File: src/rtl/riscvPkg.sv
package riscvPkg;

    localparam int xlen      = 32;   // Data path width
    localparam int regAddrW  = 5;    // Register index width
    localparam int imemDepth = 256;  // Instruction words
    localparam int dmemDepth = 256;  // Data bytes

    // funct3 codes for the supported instructions
    localparam logic [2:0] f3Add  = 3'b000;
    localparam logic [2:0] f3Sll  = 3'b001;
    localparam logic [2:0] f3Lbu  = 3'b100;
    localparam logic [2:0] f3Sb   = 3'b000;
    localparam logic [2:0] f3Bne  = 3'b001;
    localparam logic [2:0] f3Jalr = 3'b000;

    typedef enum logic [6:0] {
        opReg    = 7'b0110011,  // add, sll
        opImm    = 7'b0010011,  // addi, slli
        opLoad   = 7'b0000011,  // lbu
        opStore  = 7'b0100011,  // sb
        opBranch = 7'b1100011,  // bne
        opLui    = 7'b0110111,
        opAuipc  = 7'b0010111,
        opJal    = 7'b1101111,
        opJalr   = 7'b1100111
    } opcodeT;

    typedef enum logic [1:0] {aluAdd, aluSll, aluPassB, aluNe} aluOpT;

    typedef enum logic [2:0] {immI, immS, immB, immU, immJ} immSelT;

    typedef enum logic [1:0] {resAlu, resMem, resPcPlus4} resultSelT;  // Register write source

    typedef struct packed {
        logic      regWrite;
        aluOpT     aluOp;
        logic      aluSrcImm;  // Operand B is the immediate
        logic      aluSrcPc;   // Operand A is the PC
        immSelT    immSel;
        logic      memWrite;
        resultSelT resultSel;
        logic      branch;     // bne
        logic      jump;       // jal
        logic      jumpReg;    // jalr
    } ctrlWordT;

endpackage
File: src/rtl/controlUnit.sv
`timescale 1ns/100ps

module controlUnit (
    input  logic                       clk,
    input  logic                       rst,
    input  logic [riscvPkg::xlen-1:0]  instr,
    input  logic                       aluFlag,    // Operands differ
    input  logic [riscvPkg::xlen-1:0]  aluResult,
    input  logic [riscvPkg::xlen-1:0]  immValue,
    input  logic                       stepLoad,   // Host budget write
    input  logic [15:0]                stepValue,
    input  logic                       pcLoad,     // Host PC write, halted only
    input  logic [riscvPkg::xlen-1:0]  pcValue,
    output riscvPkg::ctrlWordT         ctrl,
    output logic [riscvPkg::xlen-1:0]  pc,
    output logic [riscvPkg::xlen-1:0]  pcPlus4,
    output logic                       busy,
    output logic [15:0]                stepsLeft
);

    riscvPkg::opcodeT            opcode;
    logic [2:0]                  funct3;
    riscvPkg::ctrlWordT          dec;      // Raw decode before busy gating
    logic [riscvPkg::xlen-1:0]   pcNext;

    assign opcode  = riscvPkg::opcodeT'(instr[6:0]);
    assign funct3  = instr[14:12];
    assign pcPlus4 = pc + 32'd4;
    assign busy    = (stepsLeft != 16'd0);  // Runs until budget is spent

    always_comb begin
        dec = '0;  // Unknown encodings fall through as nop
        case (opcode)
            riscvPkg::opReg: begin
                dec.regWrite = (funct3 == riscvPkg::f3Add) || (funct3 == riscvPkg::f3Sll);
                dec.aluOp    = (funct3 == riscvPkg::f3Sll) ? riscvPkg::aluSll : riscvPkg::aluAdd;
            end
            riscvPkg::opImm: begin
                dec.regWrite  = (funct3 == riscvPkg::f3Add) || (funct3 == riscvPkg::f3Sll);
                dec.aluOp     = (funct3 == riscvPkg::f3Sll) ? riscvPkg::aluSll : riscvPkg::aluAdd;
                dec.aluSrcImm = 1'b1;
                dec.immSel    = riscvPkg::immI;
            end
            riscvPkg::opLoad: begin
                dec.regWrite  = (funct3 == riscvPkg::f3Lbu);  // Only lbu supported
                dec.aluSrcImm = 1'b1;                          // Address is rs1 + imm
                dec.immSel    = riscvPkg::immI;
                dec.resultSel = riscvPkg::resMem;
            end
            riscvPkg::opStore: begin
                dec.memWrite  = (funct3 == riscvPkg::f3Sb);
                dec.aluSrcImm = 1'b1;
                dec.immSel    = riscvPkg::immS;
            end
            riscvPkg::opBranch: begin
                dec.branch = (funct3 == riscvPkg::f3Bne);
                dec.aluOp  = riscvPkg::aluNe;  // Compare rs1 against rs2
                dec.immSel = riscvPkg::immB;
            end
            riscvPkg::opLui: begin
                dec.regWrite  = 1'b1;
                dec.aluOp     = riscvPkg::aluPassB;
                dec.aluSrcImm = 1'b1;
                dec.immSel    = riscvPkg::immU;
            end
            riscvPkg::opAuipc: begin
                dec.regWrite  = 1'b1;
                dec.aluSrcPc  = 1'b1;  // PC + upper immediate
                dec.aluSrcImm = 1'b1;
                dec.immSel    = riscvPkg::immU;
            end
            riscvPkg::opJal: begin
                dec.regWrite  = 1'b1;
                dec.jump      = 1'b1;
                dec.immSel    = riscvPkg::immJ;
                dec.resultSel = riscvPkg::resPcPlus4;  // Link address
            end
            riscvPkg::opJalr: begin
                dec.regWrite  = (funct3 == riscvPkg::f3Jalr);
                dec.jumpReg   = (funct3 == riscvPkg::f3Jalr);
                dec.aluSrcImm = 1'b1;
                dec.immSel    = riscvPkg::immI;
                dec.resultSel = riscvPkg::resPcPlus4;
            end
            default: dec = '0;
        endcase
    end

    always_comb begin
        ctrl          = dec;
        ctrl.regWrite = dec.regWrite & busy;  // Halted core commits nothing
        ctrl.memWrite = dec.memWrite & busy;
    end

    always_comb begin
        if (dec.jumpReg) begin
            pcNext = {aluResult[riscvPkg::xlen-1:1], 1'b0};  // jalr clears bit 0
        end else if (dec.jump || (dec.branch && aluFlag)) begin
            pcNext = pc + immValue;
        end else begin
            pcNext = pcPlus4;
        end
    end

    always_ff @(posedge clk) begin
        if (rst) begin
            pc        <= '0;
            stepsLeft <= '0;
        end else begin
            if (busy) begin
                pc <= pcNext;  // One retire per edge
            end else if (pcLoad) begin
                pc <= pcValue;
            end
            if (stepLoad) begin
                stepsLeft <= stepValue;
            end else if (busy) begin
                stepsLeft <= stepsLeft - 16'd1;
            end
        end
    end

endmodule

File: config.mk
export PLATFORM = sky130hd
export DESIGN_NAME = controlUnit
export DESIGN_NICKNAME = d
export VERILOG_FILES = /design/src/rtl/riscvPkg.sv /design/src/rtl/controlUnit.sv
export SDC_FILE = /design/constraint.sdc
export NUM_CORES = 1
export LEC_CHECK = 0
export BUFFER_PORTS_ARGS = -buffer_cell sky130_fd_sc_hd__buf_2
export CORE_ASPECT_RATIO = 0.8
export CORE_MARGIN = 4
export CORE_UTILIZATION = 28
export DETAILED_ROUTE_END_ITERATION = 8
export GPL_ROUTABILITY_DRIVEN = 0
export HOLD_SLACK_MARGIN = 0.15
export PLACE_DENSITY_LB_ADDON = 0.3
export SYNTH_ARGS = -nofsm -noshare
export SYNTH_HDL_FRONTEND = slang
export SYNTH_SLANG_ARGS = --single-unit
File: constraint.sdc
create_clock -name clk -period 2.81 [get_ports clk]
set_input_delay 0.562 -clock clk [delete_from_list [all_inputs] [get_ports clk]]
set_output_delay 0.562 -clock clk [all_outputs]
set_load 0.02 [all_outputs]
* After elaboration in Yosys (flattened, before gate mapping) *
Cells that the tools add are included.

operators by class
  $add $sub $neg = 3
  equality and inequality tests = 11
  multiplexer cells = 17
  bitwise logic cells = 2
  reduce and logical (&&, ||, !) cells = 12

operator list
  kind                                                  number
  2-to-1 mux 32 bit                                     4
  adder 32 x 3 -> 32 bit (second input constant)        1
  adder 32 bit                                          1
  2-to-1 mux 16 bit                                     2
  equality test 7 x 6 -> 1 bit (second input constant)  3
  equality test 7 bit (second input constant)           3
  nonzero test 16 bit                                   1
  subtractor 16 x 1 -> 16 bit (second input constant)   1
  equality test 7 x 5 -> 1 bit (second input constant)  2
  one-hot mux 3 bit (4 select lines)                    1
  equality test 7 x 2 -> 1 bit (second input constant)  1
  2-to-1 mux 1 bit                                      7
  one-hot mux 2 bit (3 select lines)                    1
  OR reduction 2 bit                                    3
  OR reduction 6 bit                                    1
  one-hot mux 1 bit (4 select lines)                    1
  one-hot mux 2 bit (2 select lines)                    1
  nonzero test 2 bit                                    2
  equality test 3 x 1 -> 1 bit (second input constant)  1
  equality test 3 bit (second input constant)           1
  logical NOT 3 bit                                     1
  OR reduction 3 bit                                    1
  bitwise AND 1 bit                                     2
  logical OR 1 bit                                      2
  logical AND 1 bit                                     1

word-level totals
  bits in registers = 48
  output and inout port bits = 95
  logic and storage cells = 47

* Depth between registers and ports, before layout *
Gate-level depths: netlist (run 1).

  depth in word-level cells = 7
  mapped depth = 11
  gate-level depth less buffers = 11

* Worst setup path after synthesis (run 1) *
Ideal clock, no wire load.

  kind = input -> register
  start point = input port immValue[13] (netlist name)
  end point = register pc[26] (netlist name)
  setup time = 0.131 ns
  arrival = 2.770 ns
  required time = 2.679 ns
  path slack = -0.091 ns
  stages on the path = 10
  path buffers = 1
  cell sequence = ha_1 -> clkbuf_1 -> nand4_1 -> nor2_1 -> a2111oi_0 -> a21oi_1 -> o311a_1 -> or3_1 -> a21oi_1 -> o22ai_1

on the way
  word-level cells in the longest chain between the ends = 4

RTL lines
  item                    RTL line            source
  start: declaration      controlUnit.sv:9    input logic [riscvPkg::xlen-1:0] immValue,
  adder 32 bit            controlUnit.sv:99   pcNext = pc + immValue;
  2-to-1 mux 32 bit       controlUnit.sv:98   end else if (dec.jump || (dec.branch && aluFlag)) begin
  2-to-1 mux 32 bit       controlUnit.sv:96   if (dec.jumpReg) begin
  2-to-1 mux 32 bit       controlUnit.sv:110  if (busy) begin
  end signal: assignment  controlUnit.sv:111  pc <= pcNext;
  end signal: assignment  controlUnit.sv:113  pc <= pcValue;
  end: declaration        controlUnit.sv:15   output logic [riscvPkg::xlen-1:0] pc,

No other way between the ends.
A chain may end at the register's enable or synchronous reset.

* Final worst setup path (run 1) *
  start point = register pc[4] (netlist name)
  end point = output port pcPlus4[27] (netlist name)

on the way
  word-level cells in the longest chain between the ends = 1

RTL lines
  item                    RTL line           source
  adder 32 x 3 -> 32 bit  controlUnit.sv:28  assign pcPlus4 = pc + 32'd4;
  end: declaration        controlUnit.sv:16  output logic [riscvPkg::xlen-1:0] pcPlus4,

No other way between the ends.

==> results of run 1 <==
routing by layer:
metal,up-vias,routed length (um),track usage (%)
met3,21,1680,3.21
met1,3131,11000,29.9
li1,3316,-,-
met5,-,22,0
met4,4,259,4.10
met2,290,10500,32.6
power breakdown:
part / total (mW) / switching, mW / internal, mW
sequential: 0.774 / 0.0474 / 0.726
clock: 0.777 / 0.307 / 0.470
combinational: 1.13 / 0.622 / 0.504
total: 2.68 / 0.976 / 1.70
what timing repair did:
action,CTS,global route
gates resized for setup,12,31
pin swaps,2,9
endpoints found under the setup margin,11,22
buffers inserted,1,5
worst paths after layout:
kind | end | start | depth (start not counted)
hold reg to reg | stepsLeft[14]$_SDFFE_PP0P_ | stepsLeft[14]$_SDFFE_PP0P_ | 2
setup reg to reg | pc[31]$_SDFFE_PP0P_ | stepsLeft[3]$_SDFFE_PP0P_ | 8
setup / recovery | pcPlus4[27] | pc[4]$_SDFFE_PP0P_ | 7
hold / removal | stepsLeft[8]$_SDFFE_PP0P_ | stepValue[8] | 3
logic make-up after synthesis:
group                    Yosys count  share of synthesized area [%]
flip-flops                        48                           17.7
adder cells (fa/ha/maj)           34                           7.98
buffers and inverters             61                           4.98
XOR/XNOR                          63                           10.2
multiplexers                      30                           5.60
AO/OA/AOI/OAI                    224                           27.4
AND/OR/NAND/NOR                  276                           26.2
critical path, cell delays in order (launching register included):
cell,delay (ps)
dfxtp_1,340
buf_4,150
and4_2,320
and4b_1,300
buf_4,180
and3_1,190
xor2_1,240
buf_2,210
layout by cell type (no fill, tap or decap), types with 4 or more instances in the layout:
cell type  netlist  layout
o21a_1           4       4
nor2_1          76      75
nor4_1           6       4
a211oi_2         3       4
nor3_1          21      20
o21ai_0         43      41
o22ai_1          5       5
xor2_1          28      24
buf_4            2     114
or2_2            5       5
nand4_1          8       8
buf_12           0       4
clkbuf_16        0       5
nor2b_1          9       9
a211oi_1        18      17
or4_4            3       4
and3_1          11      11
and2_1           9       9
nand2_1         63      62
or3_1           10      10
xnor2_1         35      34
o221ai_1         6       6
nand2b_1        11      10
mux2i_1         27      27
o211ai_1        18      18
inv_1           22      22
buf_2            3     214
a31oi_1          9       8
a211o_1          4       4
dfxtp_1         48      46
nand3_1         20      18
a21o_1          13      13
a21oi_1         61      58
ha_1            33      32
metrics by stage:
stage | setup slack (ps) | area, um2 | total power [mW]
3_5_place_dp | -373 | 7540 | 1.86
6_report | 18.8 | 7960 | 2.68
2_1_floorplan | -4.61 | 5440 | 1.42
5_1_grt | -71.7 | 7960 | 2.83
4_1_cts | -27.7 | 7780 | 2.66
3_3_place_gp | -317 | 7540 | 1.86
area by class of cell:
| cell class | count | share of cell area (%) |
|---|---|---|
| inverter | 22 | 1.04 |
| sequential | 48 | 12.1 |
| multi-input combinational | 627 | 55.0 |
| tap | 258 | 4.05 |
| antenna | 1 | 0.0314 |
| clock buffer | 7 | 1.92 |
| timing repair buffer | 334 | 25.5 |
| clock inverter | 1 | 0.377 |
sequential cells by signal, indices dropped and copies added, names as in the netlist:
signal / cells
pc: 32
stepsLeft: 16
==> summary.md, run 1 <==
| Metric | Value |
|---|---|
| DIE AREA | around 22000 um2 |
| Vias | 6762 |
| Hold Vio Cnt, Final | 0 |
| Synth-to-layout area growth | 46.7% |
| RSZ-0062 raised after global routing | true |
| # rows | 45 |
| Post-route ant nets | 0 |
| Status | completed |
| Multi-input logic area | about 4400 um2 |
| Worst Setup Start Kind | register |
| I/O pin count | about 240 |
| Cell taking the most area after synthesis | dfxtp_1 |
| H-tree Lvls | 2 |
| Worst hold slack | 486 ps |
| Yosys cell types | 75 |
| Clock sinks | between 40 and 50 |
| CP Capture Type | output pin |
| Vias in the first global route | about 6500 |
| Drt wl/cell | roughly 18 um |
| Initial Util | between 20 and 30% |
| Vias per Instance | 5.21 |
| Clock buffer depth | 2 |
| Yosys top cell area share | about 18% |
| First-pass GRT wire length | between 30000 and 40000 um |
| Post-synth ARST share | 0% |
| # hold bufs at CTS | 0 |
| TNS Setup | 0 ps |
| Final Cycle Share | between 90% and 100% |
| Pins Over Slew Limit | 0 |
| Crit Path Max Fanout | 7 |
| TritonCTS Buffers | 5 |
| CTS tree | built |
| Max VDD drop | around 0.18 mV |
| Final Core Density | between 40% and 50% |
| Worst-Skew Late Latency | 310 ps |
| Setup CP Type | register to output pin |
| Setup violations, final | 0 |
| Port buffer count | 220 |
| Total placed cells including tap cells | 1283 |
| R2r setup slk | between 100 and 150 ps |
| Relative slew margins | 45.7% |
| Fmax | ~360 MHz |
| Overall routed net length | 23500 um |
| Filler instances | approximately 2100 |
| Number of flops mapped to enable cells by yosys | 0 |
| Clock root cell | clkbuf_16 |
| Flops & latches, synth | 48 |
| CTS clk-pin slew, worst paths | roughly 70 ps |
| Primary FF master, synth | dfxtp_1 |
| Synthesis warning total | 0 |
| Reg area | 963 um2 |
| Register area share after synthesis | around 18% |
| Worst Max-Slew Pin Slew | 812 ps |
| Leakage | roughly 3.9 nW |
| Core area | 19000 um2 |
| Synthesized area | between 5000 and 6000 um2 |
| Synth Net Count | between 900 and 1000 |
| Finished Layout Cells | approximately 1300 |
| GRT Residual Overflow | 0 |
| 1st-iter DRT viols | 510 |
| Power Density | 336 nW/um2 |
| DP HPWL | between 15000 and 20000 um |
| Worst Path Required | ~2300 ps |
| Ranking of synthesized cells by area | dfxtp_1 (18%), ha_1 (7.6%), xnor2_1 (5.7%) |
| DRC | 0 |
| Mean Syn Cell Area | around 7.4 um2 |
| CP arrival | about 2200 ps |
| Initial antenna violation count | 3 |
| Width of the die | approximately 160 um |
| Die Ht | about 130 um |
| Most frequent cell after synthesis | nor2_1 |
| Post-synth top cells | nor2_1 (76), nand2_1 (63), a21oi_1 (61), dfxtp_1 (48), o21ai_0 (43) |
| Hold Crit Class | primary input to register |
| Synth Instances | approximately 740 |
| Number of max-cap violations | 0 |
| GRT Total Usage | between 20% and 30% |
| Largest net degree at the start of global routing | 42 |
| DRT Pass-1 Iters | 5 |
| Layout cells sized above 1 | between 30% and 40% |
| Post-layout min period | 2790 ps |
| Final setup skew | around 13 ps |
| Final nets | approximately 1200 |
(Power assumes the default switching activity.)
==> inputs of run 2 (changes only) <==
--- a/config.mk
+++ b/config.mk
@@ -6,8 +6,9 @@
 export NUM_CORES = 1
 export LEC_CHECK = 0
 export BUFFER_PORTS_ARGS = -buffer_cell sky130_fd_sc_hd__buf_2
+export CAP_MARGIN = 15
 export CORE_ASPECT_RATIO = 0.8
-export CORE_MARGIN = 4
+export CORE_MARGIN = 2
 export CORE_UTILIZATION = 28
 export DETAILED_ROUTE_END_ITERATION = 8
 export GPL_ROUTABILITY_DRIVEN = 0
==> constraint.sdc (replaced) <==
create_clock -name clk -period 2.8 [get_ports clk]
set_input_delay 0.56 -clock clk [delete_from_list [all_inputs] [get_ports clk]]
set_output_delay 0.56 -clock clk [all_outputs]
set_load 0.02 [all_outputs]
==> run 2 against run 1 <==
Effect of this change:
- sequential cell count did not move
- utilization rose by 0.065 points
- sequential share of layout area barely moved
- critical path type unchanged
- setup slack improved by 29 ps
- largest power group unchanged
- final cell count rose by 0.23%
- via count fell by 1.5%
- register-to-register slack barely moved
- first-iteration DRC count fell by 11%
- design area fell by 0.14%
==> summary.md, run 2 (synthesized netlist as in run 1, its figures left out) <==
| Metric | Value |
|---|---|
| GRT Residual Overflow | 0 (unchanged) |
| CP arrival | 2190 ps (-40 ps) |
| Leakage | 3.93 nW (about the same) |
| Clock root cell | clkbuf_16 |
| Design Area, Final | 7950 um2 (-0.14%) |
| Status | completed |
| Pins Over Slew Limit | 0 (unchanged) |
| Number of max-cap violations | 0 (unchanged) |
| Die Ht | 129 um (-3.0%) |
| Vias | 6659 (-1.5%) |
| Reg area | 963 um2 (unchanged) |
| Slowest-stage cell, CP | or4_4 |
| Crit path largest cell delay | 540 ps (+200 ps) |
| Commonest cells after routing, fill and taps aside | buf_2 (214), buf_4 (113), nor2_1 (74) |
| Worst-Skew Late Latency | 310 ps (about the same) |
| I/O pin count | 244 (unchanged) |
| DRC | 0 (unchanged) |
| Clock sinks | 48 (unchanged) |
| Width of the die | 160 um (-2.4%) |
| Initial Util | 28.6% (+0.085 points) |
| First-pass GRT wire length | 35500 um (-0.39%) |
| Hold Vio Cnt, Final | 0 (unchanged) |
| DRT Pass-1 Iters | 5 (unchanged) |
| Post-layout min period | roughly 2800 ps |
| Drt wl/cell | 17.5 um (-3.5%) |
| DP HPWL | 18100 um (-3.0%) |
| CP Capture Type | output pin |
| Fmax | 363 MHz |
| Top flop regs | pc x32, stepsLeft x16 |
| Filler instances | 1985 (-3.9%) |
| Layout cells sized above 1 | 38.1% (-0.13 points) |
| Crit Path Max Fanout | 4 (-3) |
| Worst Path Buf+Inv | 2 (-1) |
| Post-placement cell area | 7530 um2 (-0.13%) |
| Synth-to-layout area growth | 46.5% |
| Setup CP Type | register to output pin |
| Post-route ant nets | 0 (unchanged) |
| Relative slew margins | 29.3% (-16 points) |
| Top reg by flops | pc |
| Critical Path Most Common Cell | buf_4 |
| CTS tree | built |
| # rows | 45 (unchanged) |
| Max VDD drop | 0.174 mV (-2.5%) |
| TritonCTS Buffers | 5 (unchanged) |
| Top delay family on crit path | simple AND/OR/NAND/NOR gates |
| Overall routed net length | 22700 um (-3.3%) |
| GRT Total Usage | 21.8% (+1.1 points) |
| Max FFs per register | 32 (unchanged) |
| Final Core Density | 41.9% (+0.065 points) |
| CP Cell Sequence | or4_4, buf_4, nor4_4, nand2_2, or3_4, buf_4 |
| Commonest non-fill, non-tap cell in the layout | buf_2 |
| H-tree Lvls | 2 (unchanged) |
| Worst Setup Start Kind | register |
| Worst Path Required | 2240 ps (about the same) |
| Power Density | 331 nW/um2 (-1.6%) |
| 1st-iter DRT viols | 455 (-11%) |
| Worst hold slack | 492 ps (+6.13 ps) |
| CTS clk-pin slew, worst paths | 70 ps (about the same) |
| Core area | 19000 um2 (-0.30%) |
| TNS Setup | 0 ps (unchanged) |
| Port buffer count | 220 (unchanged) |
| Hold Crit Class | primary input to register |
| Multi-input logic area | 4360 um2 (-0.49%) |
| Vias per Instance | 5.12 (-1.8%) |
| Initial antenna violation count | 3 (unchanged) |
| Final setup skew | 13.2 ps (-0.281 ps) |
| Setup violations, final | 0 (unchanged) |
| Worst Max-Slew Pin Slew | 1060 ps (+244 ps) |
| DIE AREA | 20500 um2 (-5.4%) |
| Largest net degree at the start of global routing | 42 (unchanged) |
| Vias in the first global route | 6467 (+0.19%) |
| Final Cycle Share | between 90 and 100% |
| Clock buffer depth | 2 (unchanged) |
| Final nets | 1222 (+0.082%) |
-- run 2: stage by stage --
stage | power, mW | setup WS, ps | instances
2_1_floorplan | 1.43 | -12.6 | 736
3_3_place_gp | 1.86 | -294 | 1280
3_5_place_dp | 1.87 | -284 | 1280
4_1_cts | 2.62 | -6.26 | 1299
5_1_grt | 2.79 | -8.32 | 1300
6_report | 2.63 | 48.1 | 1301
-- run 2: per-layer routing --
metal	share of wire, %	global-route usage [%]	routed length, um	vias to the layer above
met1	47	30.7	10800	3047
met4	1.8	6.10	408	0
met5	0	0	0	-
met3	7.1	3.58	1620	29
li1	-	-	-	3319
met2	44	34.5	9920	264
-- run 2: worst paths after layout --
check / depth (start not counted) / from / slack (ps) / to
worst max register to register: 9 / stepsLeft[2]$_SDFFE_PP0P_ / 110 / pc[20]$_SDFFE_PP0P_
worst min register to register: 2 / pc[1]$_SDFFE_PP0P_ / 520 / pc[1]$_SDFFE_PP0P_
worst max-delay path: 6 / stepsLeft[2]$_SDFFE_PP0P_ / 50 / busy
worst min-delay path: 3 / stepValue[9] / 490 / stepsLeft[9]$_SDFFE_PP0P_
-- run 2: cell type report --
type,instances,share of cell area [%]
Multi-Input combinational cell,627,54.8
Timing Repair Buffer,335,25.8
Sequential cell,48,12.1
Tap cell,258,4.06
Clock buffer,6,1.62
Inverter,22,1.04
Clock inverter,2,0.441
Antenna cell,3,0.0944
-- run 2: power breakdown --
part / leakage, nW / internal [mW] / switching [mW]
registers: 0.393 / 0.729 / 0.0461
clock network: 0.0809 / 0.422 / 0.302
logic: 3.46 / 0.506 / 0.626
total: 3.93 / 1.66 / 0.974
-- run 2: worst register-to-register path, delay by kind of cell, from the launching register on --
| kind | cells | cell delay, ps |
|---|---|---|
| and+or+nand+nor | 4 | 1540 |
| buffers and inverters | 1 | 160 |
| DFF | 1 | 320 |
| AOI/OAI and AO/OA | 4 | 590 |
-- run 2: timing repair --
item / CTS / global route
endpoints found under the setup margin: 7 / 30
setup buffers: 11 / 1
hold buffers: 0 / 0
resized for setup: 8 / 36
pin swaps: 3 / 9
endpoints found under the hold margin: 0 / 0
==> inputs of run 3 (changes only) <==
--- a/config.mk
+++ b/config.mk
@@ -14,6 +14,7 @@
 export GPL_ROUTABILITY_DRIVEN = 0
 export HOLD_SLACK_MARGIN = 0.15
 export PLACE_DENSITY_LB_ADDON = 0.3
+export RECOVER_POWER = 100
 export SYNTH_ARGS = -nofsm -noshare
 export SYNTH_HDL_FRONTEND = slang
 export SYNTH_SLANG_ARGS = --single-unit
==> run 3 against run 2 <==
Effect of this change:
- design area is 1.6% lower
- hold slack worse by 1.3 ps
- sequential power about the same
- sequential share of layout area rose by 0.18 points
- die area stayed put
- setup slack better by 4.3 ps
- sequential cell count unchanged
- wire length increased by 0.17%
- clock-buffer cell count is the same
- utilization shrank 0.67 points
==> summary.md, run 3 (synthesized netlist as in run 1, its figures left out) <==
| Metric | Value |
|---|---|
| Status | completed |
| Post-placement cell area | 7530 um2 (unchanged) |
| Vias | 6690 (+0.47%) |
| Worst r2r dst | pc[22]$_SDFFE_PP0P_ |
| Pins Over Slew Limit | 0 (unchanged) |
| Reg power frac | 29.7% (+0.2 points) |
| Post-layout min period | 2750 ps (-4.34 ps) |
| Reg2Reg Depth | 8 (-1) |
| GRT Residual Overflow | 0 (unchanged) |
| Worst-Skew Late Latency | 310 ps (about the same) |
| GRT Total Usage | 21.8% (unchanged) |
| Synth-to-layout area growth | 44.2% |
| Multi-input logic area | 4350 um2 (about the same) |
| # rows | 45 (unchanged) |
| Hold path cells | 3 (unchanged) |
| Crit path largest cell delay | 540 ps (about the same) |
| Worst Path Required | 2240 ps (about the same) |
| Final Cycle Share | 98.1% (-0.16 points) |
| I/O pin count | 244 (unchanged) |
| Initial antenna violation count | 3 (unchanged) |
| Final setup skew | 13.9 ps (+0.696 ps) |
| Width of the die | 160 um (unchanged) |
| Final WS setup | 52.5 ps (+4.34 ps) |
| Slowest-stage cell, CP | or4_4 |
| Largest net degree at the start of global routing | 42 (unchanged) |
| Commonest cells after routing, fill and taps aside | buf_2 (140), buf_4 (105), clkbuf_1 (77) |
| Critical Path Most Common Cell | buf_4 |
| Place WS | -284 ps (unchanged) |
| Power Density | 333 nW/um2 (+0.70%) |
| First-pass GRT wire length | 35500 um (unchanged) |
| Drt wl/cell | 17.5 um (+0.17%) |
| 1st-iter DRT viols | 452 (-0.66%) |
| Vias per Instance | 5.14 (+0.47%) |
| Setup violations, final | 0 (unchanged) |
| Vias in the first global route | 6467 (unchanged) |
| H-tree Lvls | 2 (unchanged) |
| Final Core Density | 41.2% (-0.67 points) |
| R2r setup slk | 80 ps (-30 ps) |
| Die Ht | 129 um (unchanged) |
| Clock buffer depth | 2 (unchanged) |
| Power Internal | 1.63 mW (-1.5%) |
| Commonest non-fill, non-tap cell in the layout | buf_2 |
| Clock network fraction of design power | 27.8% (+0.3 points) |
| Initial Util | 28.6% (unchanged) |
| CP arrival | 2190 ps (about the same) |
| Fmax | 364 MHz (+0.16%) |
| Layout cells sized above 1 | 30.6% (-7.5 points) |
| Worst Setup Start Kind | register |
| Relative slew margins | 32.8% (+3.5 points) |
| Worst hold slack | 490 ps (-1.34 ps) |
| CP startpoint | stepsLeft[2]$_SDFFE_PP0P_ |
| Top flop regs | pc x32, stepsLeft x16 |
| Setup CP Type | register to output pin |
| CTS clk-pin slew, worst paths | 70 ps (about the same) |
| TritonCTS Buffers | 5 (unchanged) |
| Hold endpoint | stepsLeft[9]$_SDFFE_PP0P_ |
| Design Area, Final | 7820 um2 (-1.6%) |
| Port buffer count | 220 (unchanged) |
| Clock sinks | 48 (unchanged) |
| Max FFs per register | 32 (unchanged) |
| Core area | 19000 um2 (unchanged) |
| DP HPWL | 18100 um (unchanged) |
| Reg area | 962 um2 (-0.13%) |
| CTS tree | built |
| DRT Pass-1 Iters | 5 (unchanged) |
| Worst Max-Slew Pin Slew | 1000 ps (-51.8 ps) |
| Overall routed net length | 22800 um (+0.17%) |
| Switching pwr | 976 uW (+0.14%) |
| Crit Path Max Fanout | 4 (unchanged) |
| CP Cell Sequence | or4_4, buf_4, nor4_4, nand2_2, or3_4, buf_4 |
| Filler instances | 2034 (+2.5%) |
| Final nets | 1222 (unchanged) |
| Hold Crit Class | primary input to register |
| Max VDD drop | 0.176 mV (+1.2%) |
| Number of max-cap violations | 0 (unchanged) |
| Net Sw Frac | 37.4% (+0.39 points) |
| CP Capture Type | output pin |
| Top reg by flops | pc |
| # hold bufs at CTS | 0 (unchanged) |
| Leakage | 3.61 nW (-8.2%) |
| Post-route ant nets | 0 (unchanged) |
| Hold Startpoint | stepValue[9] |
| Clock root cell | clkbuf_16 |
| Hold Vio Cnt, Final | 0 (unchanged) |
| DIE AREA | 20500 um2 (unchanged) |
| Combinational Power Share | 42.5% (-0.5 points) |
| FF-to-FF Start | stepsLeft[2]$_SDFFE_PP0P_ |
| DRC | 0 (unchanged) |
==> run 3: cell count changes in the layout (fill, tap and decap cells not counted) <==
cell      before  now
clkbuf_1       1   77
buf_2        214  140
buf_4        113  105
clkbuf_2       0    4
clkbuf_4       0    3
buf_12         5    4
dfxtp_1       46   47
dfxtp_2        2    1
nand2_1       62   63
nand2_2        2    1
==> run 3: what timing repair did <==
action,CTS,global route
pin swaps,3,9
resized for setup,8,36
endpoints found under the setup margin,7,30
buffers inserted,11,1
endpoints found under the hold margin,0,0
==> run 3: how the worst max path moves through the flow <==
stage | to | depth (start not counted) | slack, ps
6_report | busy | 6 | 50
5_1_grt | pcPlus4[19] | 7 | -9
4_1_cts | pcPlus4[20] | 8 | -6
3_5_place_dp | pc[26]$_SDFFE_PP0P_ | 12 | -280
3_3_place_gp | pc[26]$_SDFFE_PP0P_ | 12 | -290
2_1_floorplan | pc[26]$_SDFFE_PP0P_ | 9 | -10
==> run 3: cell type report <==
cell class / count / area share (%)
clock buffers: 6 / 1.65
inverters: 22 / 1.06
repair buffers: 335 / 24.7
multi-input cells: 627 / 55.7
diodes: 3 / 0.0960
clock inverters: 2 / 0.448
well taps: 258 / 4.13
flip-flops and latches: 48 / 12.3
==> run 3: routing by layer <==
layer / GRT usage (%) / vias to the layer above / routed length (um)
li1: - / 3321 / -
met1: 30.7 / 3077 / 10900
met2: 34.5 / 265 / 9950
met3: 3.58 / 27 / 1550
met4: 6.10 / 0 / 406
met5: 0 / - / 0
==> run 3: worst max-delay path, delay by kind of cell (launching register included) <==
family | cells | cell delay [ps]
flops | 1 | 320
buf+inv | 2 | 340
simple gates | 4 | 1240
==> run 3: metrics by stage <==
stage | cells | TNS, ps | total power, mW
4_1_cts | 1299 | -6.26 | 2.62
3_3_place_gp | 1280 | -2230 | 1.86
6_report | 1301 | 0 | 2.61
3_5_place_dp | 1280 | -2360 | 1.87
2_1_floorplan | 736 | -12.6 | 1.43
5_1_grt | 1300 | -19.6 | 2.77
==> run 3: power by group through the flow <==
stage	sequential [mW]	combinational (mW)	clock, mW
2_1_floorplan	0.858	0.570	0
3_3_place_gp	0.786	1.08	0
3_5_place_dp	0.787	1.08	0
4_1_cts	0.772	1.11	0.741
5_1_grt	0.782	1.21	0.769
6_report	0.775	1.11	0.725
